File: config.mk
export PLATFORM = sky130hd
export DESIGN_NAME = load_extend_flat
export DESIGN_NICKNAME = d
export VERILOG_FILES = /design/src/verilog/dmem_pkg.sv /design/src/verilog/dmem_if.sv /design/src/verilog/load_extend.sv /design/src/flat_wrapper.sv
export VERILOG_INCLUDE_DIRS = /design/src /design/src/verilog
export SDC_FILE = /design/constraint.sdc
export NUM_CORES = 1
export LEC_CHECK = 0
export BUFFER_PORTS_ARGS = -buffer_cell sky130_fd_sc_hd__buf_4
export CORE_AREA = 5 5 42 44
export DETAILED_ROUTE_END_ITERATION = 16
export DIE_AREA = 0 0 47 49
export MAX_ROUTING_LAYER = met4
export PLACE_DENSITY_LB_ADDON = 0.08
export SLEW_MARGIN = 5
export SYNTH_ARGS = -nofsm -noshare
export SYNTH_HDL_FRONTEND = slang
export SYNTH_SLANG_ARGS = --single-unit
File: constraint.sdc
create_clock -name vclk -period 1.15
set_input_delay 0.0575 -clock vclk [all_inputs]
set_output_delay 0.0575 -clock vclk [all_outputs]
set_load 0.02 [all_outputs]
File: src/verilog/dmem_config.svh
// data memory config, sizes and address alias field positions.
`ifndef DMEM_CONFIG_SVH
`define DMEM_CONFIG_SVH

// ******************************
// memory geometry
// ******************************

`define DMEM_ADDR_WIDTH 12 // byte address bits, 4 KiB.
`define DMEM_BANKS 4 // byte-wide banks, one per lane.

// ******************************
// address alias fields
// ******************************

// width code sits right above the byte address.
`define DMEM_WIDTH_LSB `DMEM_ADDR_WIDTH
`define DMEM_SIGN_BIT (`DMEM_WIDTH_LSB + 2) // load sign extension select.

`endif

File: src/verilog/dmem_pkg.sv
// data memory package, access width encoding and the data vector types.
`include "dmem_config.svh"

package dmem_pkg;

  // ******************************
  // access width
  // ******************************

  // code 2'b11 is not a legal width.
  typedef enum logic [1:0] {
    BYTE     = 2'd0,
    HALFWORD = 2'd1,
    WORD     = 2'd2
  } mem_width_t;

  // ******************************
  // data and address vectors
  // ******************************

  typedef logic [7:0] byte_t; // one lane.
  typedef logic [31:0] word_t;

  typedef logic [`DMEM_ADDR_WIDTH-1:0] dmem_addr_t; // byte address in memory.

  // one row spans all four banks.
  typedef logic [`DMEM_ADDR_WIDTH-3:0] row_addr_t;

endpackage

File: src/verilog/dmem_if.sv


interface mem_rsp_if (input logic clk);
  import dmem_pkg::*;

  // all of these line up with the bank read data.
  logic       rvalid;
  word_t      raw; // un-rotated, not yet extended.
  mem_width_t width;
  logic       sign_extend;

  modport memory (
    output rvalid, raw, width, sign_extend
  );

  modport result (
    input clk, rvalid, raw, width, sign_extend
  );

endinterface

File: src/verilog/load_extend.sv
// load extender, trims the raw word to the access width and extends it.
`timescale 1ns/1ns

module load_extend (
  mem_rsp_if.result        rsp,
  output dmem_pkg::word_t  rdata
);
  import dmem_pkg::*;

  logic byte_fill;
  logic half_fill;

  // fill bit is the top kept bit, or zero.
  assign byte_fill = rsp.sign_extend && rsp.raw[7];
  assign half_fill = rsp.sign_extend && rsp.raw[15];

  // ******************************
  // width select
  // ******************************

  always_comb begin
    case (rsp.width)
      BYTE:     rdata = {{24{byte_fill}}, rsp.raw[7:0]};
      HALFWORD: rdata = {{16{half_fill}}, rsp.raw[15:0]};
      default:  rdata = rsp.raw; // sign choice has no effect on a word.
    endcase
  end

  // the decoder never lets an illegal width reach the banks.
  assert property (@(posedge rsp.clk)
    rsp.rvalid |-> (rsp.width inside {BYTE, HALFWORD, WORD}))
    else $error("read returned with illegal width code %b", rsp.width);

endmodule

File: src/flat_wrapper.sv
// flat-port wrapper written by rule: the top's interface ports become plain ports
module load_extend_flat import dmem_pkg::*;
  (rdata, clk, rsp_rvalid, rsp_raw, rsp_width, rsp_sign_extend);
  mem_rsp_if rsp_i (.clk(clk));
  output dmem_pkg::word_t rdata;
  input wire logic clk;
  input wire logic [$bits(rsp_i.rvalid)-1:0] rsp_rvalid;
  input wire logic [$bits(rsp_i.raw)-1:0] rsp_raw;
  input wire logic [$bits(rsp_i.width)-1:0] rsp_width;
  input wire logic [$bits(rsp_i.sign_extend)-1:0] rsp_sign_extend;
  assign rsp_i.rvalid = rsp_rvalid;
  assign rsp_i.raw = rsp_raw;
  assign rsp_i.width = rsp_width;
  assign rsp_i.sign_extend = rsp_sign_extend;
  load_extend u_core (.rsp(rsp_i), .rdata(rdata));
endmodule
==> metrics <==
Peak VDD IR=219 µV; IO Pins=69; worst-margin pin slew=0.319 ns; initial antenna violation count=0; RSZ-0062 raised after global routing=false; Critical Path Sink Type=primary output; FF+latch count=0; hold_buf cts=0; first-pass GRT wire length=2100 µm; Pleak=0.401 nW; share of the synthesized area in the top cell type=23.2%; synth warn=0; clkbuf count=0; final setup fails=0; syn avg cell area=5.88 µm²; Synth area leaders=nand2_1 23%, o21ai_0 18%, buf_4 15%; Routed Antenna Nets=0; dominant cell type by area after synthesis=nand2_1; GRT Resource Usage Total=11.4%; max-slew violations=0; GP Congestion=0.658; most frequent cell after synthesis=nand2_1; Fill cells=154; final worst slack=0.125 ns; worst hold path type=input port to primary output; endpoints failing hold=0; initial DRC count=1; final WL=1410 µm; fin util=51.2%; min Tclk post-route=1.02 ns; Critical Path AT=0.97 ns; Initial Util=27.7%; IO Port Bufs=53; Power per Cell Area=538 nW/µm²; Via Count=560; DR WL/cell=11.5 µm; Vias per Instance=4.55; NumNets Final=146; period utilization=89.1%; Post-CTS Setup Bufs=0; max_cap viols=0; total grt overflow=0; fmax=0.976 GHz; TNS Setup=0 ns; drt first pass iters=3; Die ar.=2300 µm²; slew margin rel.=78.6%; pre-CTS setup slack=0.115 ns; Synth Instances=66; Post-DP HPWL=1160 µm; Die H=49 µm; fraction of layout cells with a size suffix above 1=58.9%; Layout area overhead=84.8%; Hold Crit Depth=0; FF/Latch Area=0 µm²; CP endpoint=rdata[23]; die width=47 µm; row count=14; Core Box Area=1400 µm²; crit start category=input port; required time of the worst setup path=1.09 ns; worst setup path startpoint=rsp_width[0]; Residual DRC=0; crit path max fanout=10; register area share after synthesis=0%; n_diodes=0; syn_nets=103; post_cts resized=0; count of cell types in the netlist=11; number of global-route vias before repair=486; Post-synth top cells=24 x nand2_1, 14 x o21ai_0, 8 x buf_4, 5 x o21ai_1, 5 x o21ai_2; Mapped Area=388 µm²; largest net degree at the start of global routing=17; outcome=completed; overall power=0.386 mW; CP Class=input port to primary output
## power by group
group | switching [mW] | total (mW) | internal (mW)
clock | 0 | 0 | 0
combinational | 0.198 | 0.386 | 0.188
sequential | 0 | 0 | 0
total | 0.198 | 0.386 | 0.188
## how the worst min path moves through the flow
stage,slack [ns],end,start
after floorplan,0.23,rdata[0],rsp_raw[0]
after global placement,0.12,rdata[0],rsp_raw[0]
after detailed placement,0.12,rdata[0],rsp_raw[0]
after CTS,0.12,rdata[0],rsp_raw[0]
after global routing,0.12,rdata[3],rsp_raw[3]
final,0.12,rdata[2],rsp_raw[2]
## layout make-up
| type | count | area (µm²) | area share, % |
|---|---|---|---|
| Multi-Input combinational cell | 51 | 277 | 38.6 |
| Tap cell | 16 | 20.0 | 2.79 |
| Timing Repair Buffer | 56 | 420 | 58.6 |
## per-layer routing
metal  vias to the layer above  wire, µm  GRT usage [%]
li1                        295         -              -
met1                       224       602           15.2
met2                        39       612           19.0
met3                         2       193           1.48
met4                         0         5          0.461
met5                         -         0              -
## stage by stage
| stage | instance area [µm²] | instances | hold slack (ns) |
|---|---|---|---|
| floorplan | 388 | 66 | 0.228 |
| global placement | 717 | 123 | 0.115 |
| detailed placement | 717 | 123 | 0.115 |
| CTS | 717 | 123 | 0.115 |
| global route | 717 | 123 | 0.115 |
| finish | 717 | 123 | 0.115 |
## critical path, cell delays in order
cell,delay (ns)
buf_4,0.15
mux2i_4,0.33
buf_4,0.21
o21ai_1,0.06
buf_4,0.16
## cells by family (layout without fill, tap and decap cells)
logic type	count (synthesis)	count (layout)	synth area share, %
AO/OA/AOI/OAI	24	24	35.8
multiplexers	1	1	5.81
AND/OR/NAND/NOR	26	26	29.7
buffers and inverters	15	56	28.7
## cells in the final DEF (no fill, tap or decap)
cell       count
o21ai_1        5
mux2i_4        1
o21ai_2        5
nand4bb_1      1
nand2_1       24
nand2b_4       1
buf_4         56
o21ai_0       14
Power figures use the tool's default switching activity.
