==> src/verilog/dmem_config.svh <==
// data memory config, sizes and address alias field positions.
`ifndef DMEM_CONFIG_SVH
`define DMEM_CONFIG_SVH

// ******************************
// memory geometry
// ******************************

`define DMEM_ADDR_WIDTH 12 // byte address bits, 4 KiB.
`define DMEM_BANKS 4 // byte-wide banks, one per lane.

// ******************************
// address alias fields
// ******************************

// width code sits right above the byte address.
`define DMEM_WIDTH_LSB `DMEM_ADDR_WIDTH
`define DMEM_SIGN_BIT (`DMEM_WIDTH_LSB + 2) // load sign extension select.

`endif

==> src/verilog/dmem_pkg.sv <==
// data memory package, access width encoding and the data vector types.
`include "dmem_config.svh"

package dmem_pkg;

  // ******************************
  // access width
  // ******************************

  // code 2'b11 is not a legal width.
  typedef enum logic [1:0] {
    BYTE     = 2'd0,
    HALFWORD = 2'd1,
    WORD     = 2'd2
  } mem_width_t;

  // ******************************
  // data and address vectors
  // ******************************

  typedef logic [7:0] byte_t; // one lane.
  typedef logic [31:0] word_t;

  typedef logic [`DMEM_ADDR_WIDTH-1:0] dmem_addr_t; // byte address in memory.

  // one row spans all four banks.
  typedef logic [`DMEM_ADDR_WIDTH-3:0] row_addr_t;

endpackage

==> src/verilog/dmem_if.sv <==
// data memory request and response buses between decoder, memory and extender.
`timescale 1ns/1ns

interface mem_req_if;
  import dmem_pkg::*;

  logic       valid; // one-cycle pulse, always accepted.
  logic       write;
  mem_width_t width;
  logic       sign_extend;
  dmem_addr_t addr;
  word_t      wdata;

  modport decoder (
    output valid, write, width, sign_extend, addr, wdata
  );

  modport memory (
    input valid, write, width, sign_extend, addr, wdata
  );

endinterface


==> src/verilog/apb_access_decode.sv <==
// apb access decoder, checks the alias fields and issues one memory request per transfer.
`timescale 1ns/1ns
`include "dmem_config.svh"

module apb_access_decode (
  input  logic            clk,
  input  logic            reset,
  input  logic            psel,
  input  logic            penable,
  input  logic            pwrite,
  input  dmem_pkg::word_t paddr,
  input  dmem_pkg::word_t pwdata,
  output logic            pready,
  output logic            pslverr,
  mem_req_if.decoder      req
);
  import dmem_pkg::*;

  typedef enum logic {
    IDLE,
    WAIT
  } state_t;

  state_t     state;
  state_t     state_next;
  logic [1:0] width_code;
  logic       addr_err;
  logic       access_start;

  // ******************************
  // address alias fields
  // ******************************

  assign width_code = paddr[`DMEM_WIDTH_LSB +: 2];

  // width code 3 or any stray bit above the sign select.
  assign addr_err = (width_code == 2'b11) ||
                    (|paddr[$bits(word_t)-1:`DMEM_SIGN_BIT+1]);

  assign access_start = psel && penable && (state == IDLE); // first access cycle.

  // ******************************
  // wait state FSM
  // ******************************

  always_comb begin
    state_next = state;
    case (state)
      IDLE: if (access_start) state_next = WAIT;
      WAIT: state_next = IDLE; // master drops penable now.
      default: state_next = IDLE;
    endcase
  end

  always_ff @(posedge clk) begin
    if (reset) begin
      state   <= IDLE;
      pslverr <= 1'b0;
    end else begin
      state   <= state_next;
      pslverr <= access_start && addr_err;
    end
  end

  assign pready = (state == WAIT);

  // ******************************
  // memory request
  // ******************************

  assign req.valid       = access_start && !addr_err; // bad address never reaches banks.
  assign req.write       = pwrite;
  assign req.width       = mem_width_t'(width_code);
  assign req.sign_extend = paddr[`DMEM_SIGN_BIT];
  assign req.addr        = dmem_addr_t'(paddr);
  assign req.wdata       = pwdata;

  // a master must raise psel in setup, before penable.
  assert property (@(posedge clk) disable iff (reset) $rose(penable) |-> psel)
    else $error("penable rose without psel");

endmodule

==> src/flat_wrapper.sv <==
// flat-port wrapper written by rule: the top's interface ports become plain ports
module apb_access_decode_flat import dmem_pkg::*;
  (clk, reset, psel, penable, pwrite, paddr, pwdata, pready, pslverr, req_valid, req_write, req_width, req_sign_extend, req_addr, req_wdata);
  mem_req_if req_i ();
  input  logic clk;
  input  logic reset;
  input  logic psel;
  input  logic penable;
  input  logic pwrite;
  input  dmem_pkg::word_t paddr;
  input  dmem_pkg::word_t pwdata;
  output logic pready;
  output logic pslverr;
  output wire logic [$bits(req_i.valid)-1:0] req_valid;
  output wire logic [$bits(req_i.write)-1:0] req_write;
  output wire logic [$bits(req_i.width)-1:0] req_width;
  output wire logic [$bits(req_i.sign_extend)-1:0] req_sign_extend;
  output wire logic [$bits(req_i.addr)-1:0] req_addr;
  output wire logic [$bits(req_i.wdata)-1:0] req_wdata;
  assign req_valid = req_i.valid;
  assign req_write = req_i.write;
  assign req_width = req_i.width;
  assign req_sign_extend = req_i.sign_extend;
  assign req_addr = req_i.addr;
  assign req_wdata = req_i.wdata;
  apb_access_decode u_core (.clk(clk), .reset(reset), .psel(psel), .penable(penable), .pwrite(pwrite), .paddr(paddr), .pwdata(pwdata), .pready(pready), .pslverr(pslverr), .req(req_i));
endmodule
==> config.mk <==
export PLATFORM = sky130hd
export DESIGN_NAME = apb_access_decode_flat
export DESIGN_NICKNAME = d
export VERILOG_FILES = /design/src/verilog/dmem_pkg.sv /design/src/verilog/dmem_if.sv /design/src/verilog/apb_access_decode.sv /design/src/flat_wrapper.sv
export VERILOG_INCLUDE_DIRS = /design/src /design/src/verilog
export SDC_FILE = /design/constraint.sdc
export NUM_CORES = 1
export LEC_CHECK = 0
export ABC_AREA = 1
export BUFFER_PORTS_ARGS = -buffer_cell sky130_fd_sc_hd__buf_2
export CAP_MARGIN = 20
export CORE_ASPECT_RATIO = 0.75
export CORE_MARGIN = 3
export CORE_UTILIZATION = 19
export DETAILED_ROUTE_END_ITERATION = 6
export GPL_TIMING_DRIVEN = 0
export PLACE_DENSITY = 0.75
export RECOVER_POWER = 50
export SYNTH_ARGS = -nofsm -noshare
export SYNTH_HDL_FRONTEND = slang
export SYNTH_SLANG_ARGS = --single-unit
==> constraint.sdc <==
create_clock -name clk -period 0.8 [get_ports clk]
set_input_delay 0.2 -clock clk [delete_from_list [all_inputs] [get_ports clk]]
set_output_delay 0.2 -clock clk [all_outputs]
set_load 0.05 [all_outputs]
==> results.cfg, run 1 <==
[placement]
dp_cells = 178
dpl_cell_area_um2 = 904.6
place_congestion = 0.7303
dp_hpwl_um = 1607
io_buffers = 73

[floorplanning]
coreArea_um2 = 2365
ios = 120
rows = 15
die_x_um = 64.37
die-area_um2 = 3204
die_h_um = 49.78
floorplan.initialDensity_pct = 20.53

[timing]
finClkSkew_ns = 0.01094
tightest_slew_ns = 0.2810
final_max_slew_viol_count = 0
tns_ns = -1.211
relSlewSlack_pct = 81.35
rsz0062_at_grt = yes
hold_viol_final = 0
timing.fmax_mhz = 775.6
period_share_pct = 161.2
finalSetupViolCount = 5
layout_min_cycle_time_ns = 1.289
setup_ws_ns = -0.4893

[route]
via_per_inst = 3.476
ant_nets = 0
wirelength_um = 1867
vias = 643
wl_per_cell_um = 10.09
dr.pass1.iters = 3
drc = 0
drt_iter0_drc = 14

[global_routing]
grt_pass1_wl_um = 2394
grt_max_degree = 3
grt_usage_pct = 9.290
grt_pass1_vias = 577
globalRoute.totalOverflow = 0
antenna_found_initial = 0

[finish]
syn_to_final_growth_pct = 107.0
drive_gt1_share_pct = 86.75
design_area_um2 = 1005
num_antenna_cells = 0
mostFrequentLayoutCells = buf_4 (50), buf_2 (44), clkbuf_2 (24), nor2_1 (9), nand2_1 (6)
stdcell_count = 185
num-fill-cells = 263
nNetsFinal = 221
final_common_cell = buf_4
final_util_pct = 42.49

[clock_network]
clk-insertion-delay-late_ns = 0.23
cts_tree = done
cts.clk_slew.worst_paths_ns = 0.04
clockRootBuffer = clkbuf_4
cts_buffers = 3
cts.htree.levels = 1
clockBufferDepth = 2
cts.sinks = 2

[worst_setup_path]
cp_max_fo = 2
startpoint_type = flip-flop
r2r_start = u_core.pready
r2r_end = u_core.pslverr
path_class = reg2out
rrSetupSlack_ns = -0.21
reg2regPathDepth = 5
critPathArrivalTime_ns = 1.09
crit_required_ns = 0.60
worst_setup_path_end_kind = output port

[pwr]
p_leak_nw = 0.6221
ir_worst_vdd_v = 0.0004067
power_density_nw_per_um2 = 1234
fin_total_pwr_mw = 1.240

[worst_hold_path]
hold_depth = 4
worstHoldEndpoint = u_core.pslverr
min_path_type = in2reg
hold_start = reset

[synth]
synth_fp_nets = 140
synth_seq_area_share_pct = 8.247
syn-mean-instance-area_um2 = 6.838
synth.area.top_cells = buf_4 (74%), nor2_1 (8.5%), dfxtp_1 (8.2%), nand2_1 (4.6%), nand3b_1 (1.5%)
synth_area_um2 = 485.5
yosys_warnings = 0
yosys.area.top_type = buf_4
synth_seq_cells = 2
synth_top_area_share_pct = 74.23
syn_inst = 71
synth_cell_types = 8

[run]
cap_violations = 0

[outcome]
violations = setup timing
outcome = finished with violations
==> layer usage <==
layer,vias to the layer above,global-route usage [%],wire length (µm)
met5,-,0,0
met4,0,4.211,22
met3,2,1.595,107
met2,37,18.66,1197
met1,278,9.116,540
li1,326,-,-
==> critical path, stage by stage, from the launching register on <==
cell      delay [ns]
dfxtp_4         0.33
nand3b_1        0.23
nor2_4          0.14
buf_8           0.15
==> report_power, final <==
group | total (mW) | internal, mW | leakage [nW] | switching [mW]
logic | 0.879 | 0.300 | 0.590 | 0.579
clock network | 0.256 | 0.186 | 0.0150 | 0.0697
registers | 0.105 | 0.103 | 0.0175 | 0.00197
==> sequential cells by signal, indices dropped and copies added, names as in the netlist <==
| signal | flops |
|---|---|
| u_core.pready | 1 |
| u_core.pslverr | 1 |
==> metrics by stage <==
step | hold slack (ns) | setup WS (ns)
6_report | 0.2520 | -0.4893
5_1_grt | 0.2562 | -0.5293
4_1_cts | 0.1171 | -0.4771
3_5_place_dp | 0.3667 | -0.5077
3_3_place_gp | 0.3640 | -0.4816
2_1_floorplan | 0.2742 | -0.2914
==> timing repair <==
item	in CTS	in global routing
hold buffers	0	0
hold endpoints to repair	0	0
buffers inserted	0	3
resized for setup	9	8
pin swaps	1	1
endpoints found under the setup margin	6	5
==> logic make-up after synthesis <==
logic type,Yosys count,share of synthesized area [%]
buffers and inverters,49,75.00
DFF,2,8.248
and+or+nand+nor,20,16.75
==> area by class of cell <==
type	count	area (µm²)	area share, %
plain buffers	48	360.3	35.87
clock buffers	4	26.28	2.615
inverters	1	3.754	0.3736
multi-input cells	20	96.34	9.589
flip-flops and latches	2	45.04	4.483
well taps	34	42.54	4.234
repair buffers	76	430.4	42.84
==> Yosys cell counts <==
cell	number
nor3_1	1
buf_4	48
nand3b_1	1
nor2_1	11
inv_1	1
dfxtp_1	2
nand2_1	6
nand3_1	1
==> how the worst max path moves through the flow <==
stage	depth (start not counted)	start	endpoint	slack [ns]
final	3	u_core.pready	req_valid	-0.49
after floorplan	2	u_core.pready	req_valid	-0.29
after detailed placement	7	paddr[28]	req_valid	-0.51
after global placement	7	paddr[28]	req_valid	-0.48
after global routing	3	u_core.pready	req_valid	-0.53
after CTS	3	u_core.pready	req_valid	-0.48
Power figures use the tool's default switching activity.
==> run 2: changes to the inputs <==
CORE_UTILIZATION = 21   (was 19)
PLACE_DENSITY = 0.78   (was 0.75)
clock period = 1.35 ns   (was 0.8 ns; I/O delays follow)
==> run 2 against run 1 <==
  * The run still ends with setup timing left
  * Sequential share of layout area shrank 0.49 points
  * Utilization grew 6.7 points
  * Combinational power shrank 40%
  * Via count shrank 1.6%
  * Sequential cell count is the same
  * Worst hold slack gained 0.023 ns
  * Wire length grew 2.3%
  * Largest power group unchanged
==> results.cfg, run 2 (same netlist as run 1, synthesis figures left out) <==
[outcome]
outcome = finished with violations
violations = setup timing

[worst_setup_path]
cp_slowest_stage_delay_ns = 0.15
crit_slowest_cell = buf_8
critPathBufInv = 2
path_common_cell = nor2_4
cp_max_fo = 2
path_class = in2out
cp_cell_sequence = buf_6 > nor2_4 > nand2_2 > nor2_2 > nand3_2 > nor2_4 > buf_8
startpoint_type = primary input
cp_top_family = simple AND/OR/NAND/NOR gates
worst_setup_path_end_kind = output port
critPathArrivalTime_ns = 1.11
crit_required_ns = 1.01

[global_routing]
grt_pass1_vias = 497
grt_usage_pct = 10.02
grt_pass1_wl_um = 2083
globalRoute.totalOverflow = 0
antenna_found_initial = 0
grt_max_degree = 3

[floorplanning]
die_x_um = 61.52
die-area_um2 = 2931
coreArea_um2 = 2102
rows = 14
floorplan.initialDensity_pct = 23.10
ios = 120
die_h_um = 47.64

[timing]
finClkSkew_ns = 0.0008144
layout_min_cycle_time_ns = 1.445
timing.hold.ws_ns = 0.2754
setup_ws_ns = -0.09496
rsz0062_at_grt = yes
tns_ns = -0.09496
timing.fmax_mhz = 692.1
finalSetupViolCount = 1
final_max_slew_viol_count = 0
period_share_pct = 107.0
hold_viol_final = 0
tightest_slew_ns = 0.2645
relSlewSlack_pct = 82.49

[finish]
stdcell_count = 172
seq_area_um2 = 41.29
mostFrequentLayoutCells = buf_2 (63), buf_4 (49), buf_6 (9), nor2_2 (5), nand2_1 (5)
multiInputGateArea_um2 = 136.4
num-fill-cells = 212
final_common_cell = buf_2
syn_to_final_growth_pct = 112.9
num_antenna_cells = 0
nNetsFinal = 219
design_area_um2 = 1033
drive_gt1_share_pct = 93.24

[worst_hold_path]
min_path_type = in2reg

[placement]
place_congestion = 0.6386
dp_hpwl_um = 1537
dp_cells = 168
dpl_cell_area_um2 = 889.6
io_buffers = 73

[run]
cap_violations = 0

[pwr]
fin_total_pwr_uw = 726.3
ir_worst_vdd_v = 0.0003001
power_density_nw_per_um2 = 702.7
p_leak_nw = 0.6179

[clock_network]
clockBufferDepth = 2
hold_buffers = 0
cts_tree = done
cts_buffers = 3
cts.sinks = 2
clk-insertion-delay-late_ns = 0.22
cts.htree.levels = 1
clockRootBuffer = clkbuf_4
cts.clk_slew.worst_paths_ns = 0.03

[route]
dr.pass1.iters = 2
wl_per_cell_um = 11.10
wirelength_um = 1910
drt_iter0_drc = 1
ant_nets = 0
via_per_inst = 3.680
vias = 633
drc = 0
## run 2: cell types whose count changed in the layout (fill, tap and decap cells not counted), sizes merged
cell    before  now
buf        100  122
clkbuf      28    3
## run 2: worst paths after layout
| check | start | end | slack, ns | cells past startpoint |
|---|---|---|---|---|
| worst min-delay path | reset | u_core.pready | 0.28 | 2 |
| worst min register to register | u_core.pready | u_core.pready | 0.58 | 2 |
| worst max register to register | u_core.pready | u_core.pslverr | 0.54 | 4 |
| worst max-delay path | paddr[15] | req_valid | -0.09 | 7 |
## run 2: layout make-up
type                    instances  area share (%)
inverters                       1          0.3632
flip-flops and latches          2           3.995
clock buffers                   3           2.179
plain buffers                  48           34.87
well taps                      24           2.906
multi-input cells              20           13.20
repair buffers                 74           42.49
## run 2: what timing repair did
item	CTS	global route
pin swaps	10	11
setup endpoints to repair	1	1
resized for setup	12	14
setup buffers	0	1
hold endpoints to repair	0	0
## run 2: worst register-to-register path: stages, from the launching register on
cell      delay, ns
dfxtp_2        0.30
nand3b_1       0.20
nor2_1         0.15
nand2_1        0.07
inv_1          0.04
## run 2: power breakdown
group	internal, mW	total [mW]	switching (mW)
registers	0.0622	0.0628	0.000592
logic	0.186	0.531	0.346
clock network	0.0981	0.132	0.0342
total	0.346	0.726	0.380
## run 2: per-stage QoR
step	util (%)	worst slack, ns
final	49.17	-0.09496
after global routing	49.17	-0.1374
after CTS	45.89	-0.06532
after detailed placement	42.32	-0.2249
after global placement	42.32	-0.2320
after floorplan	-	0.01815
## run 2: layer usage
layer	global-route usage, %	vias up	part of all wire, %
met5	0	-	0
met1	9.621	272	27
met4	5.085	0	0
met2	20.46	40	65
li1	-	321	-
met3	1.887	0	8.2
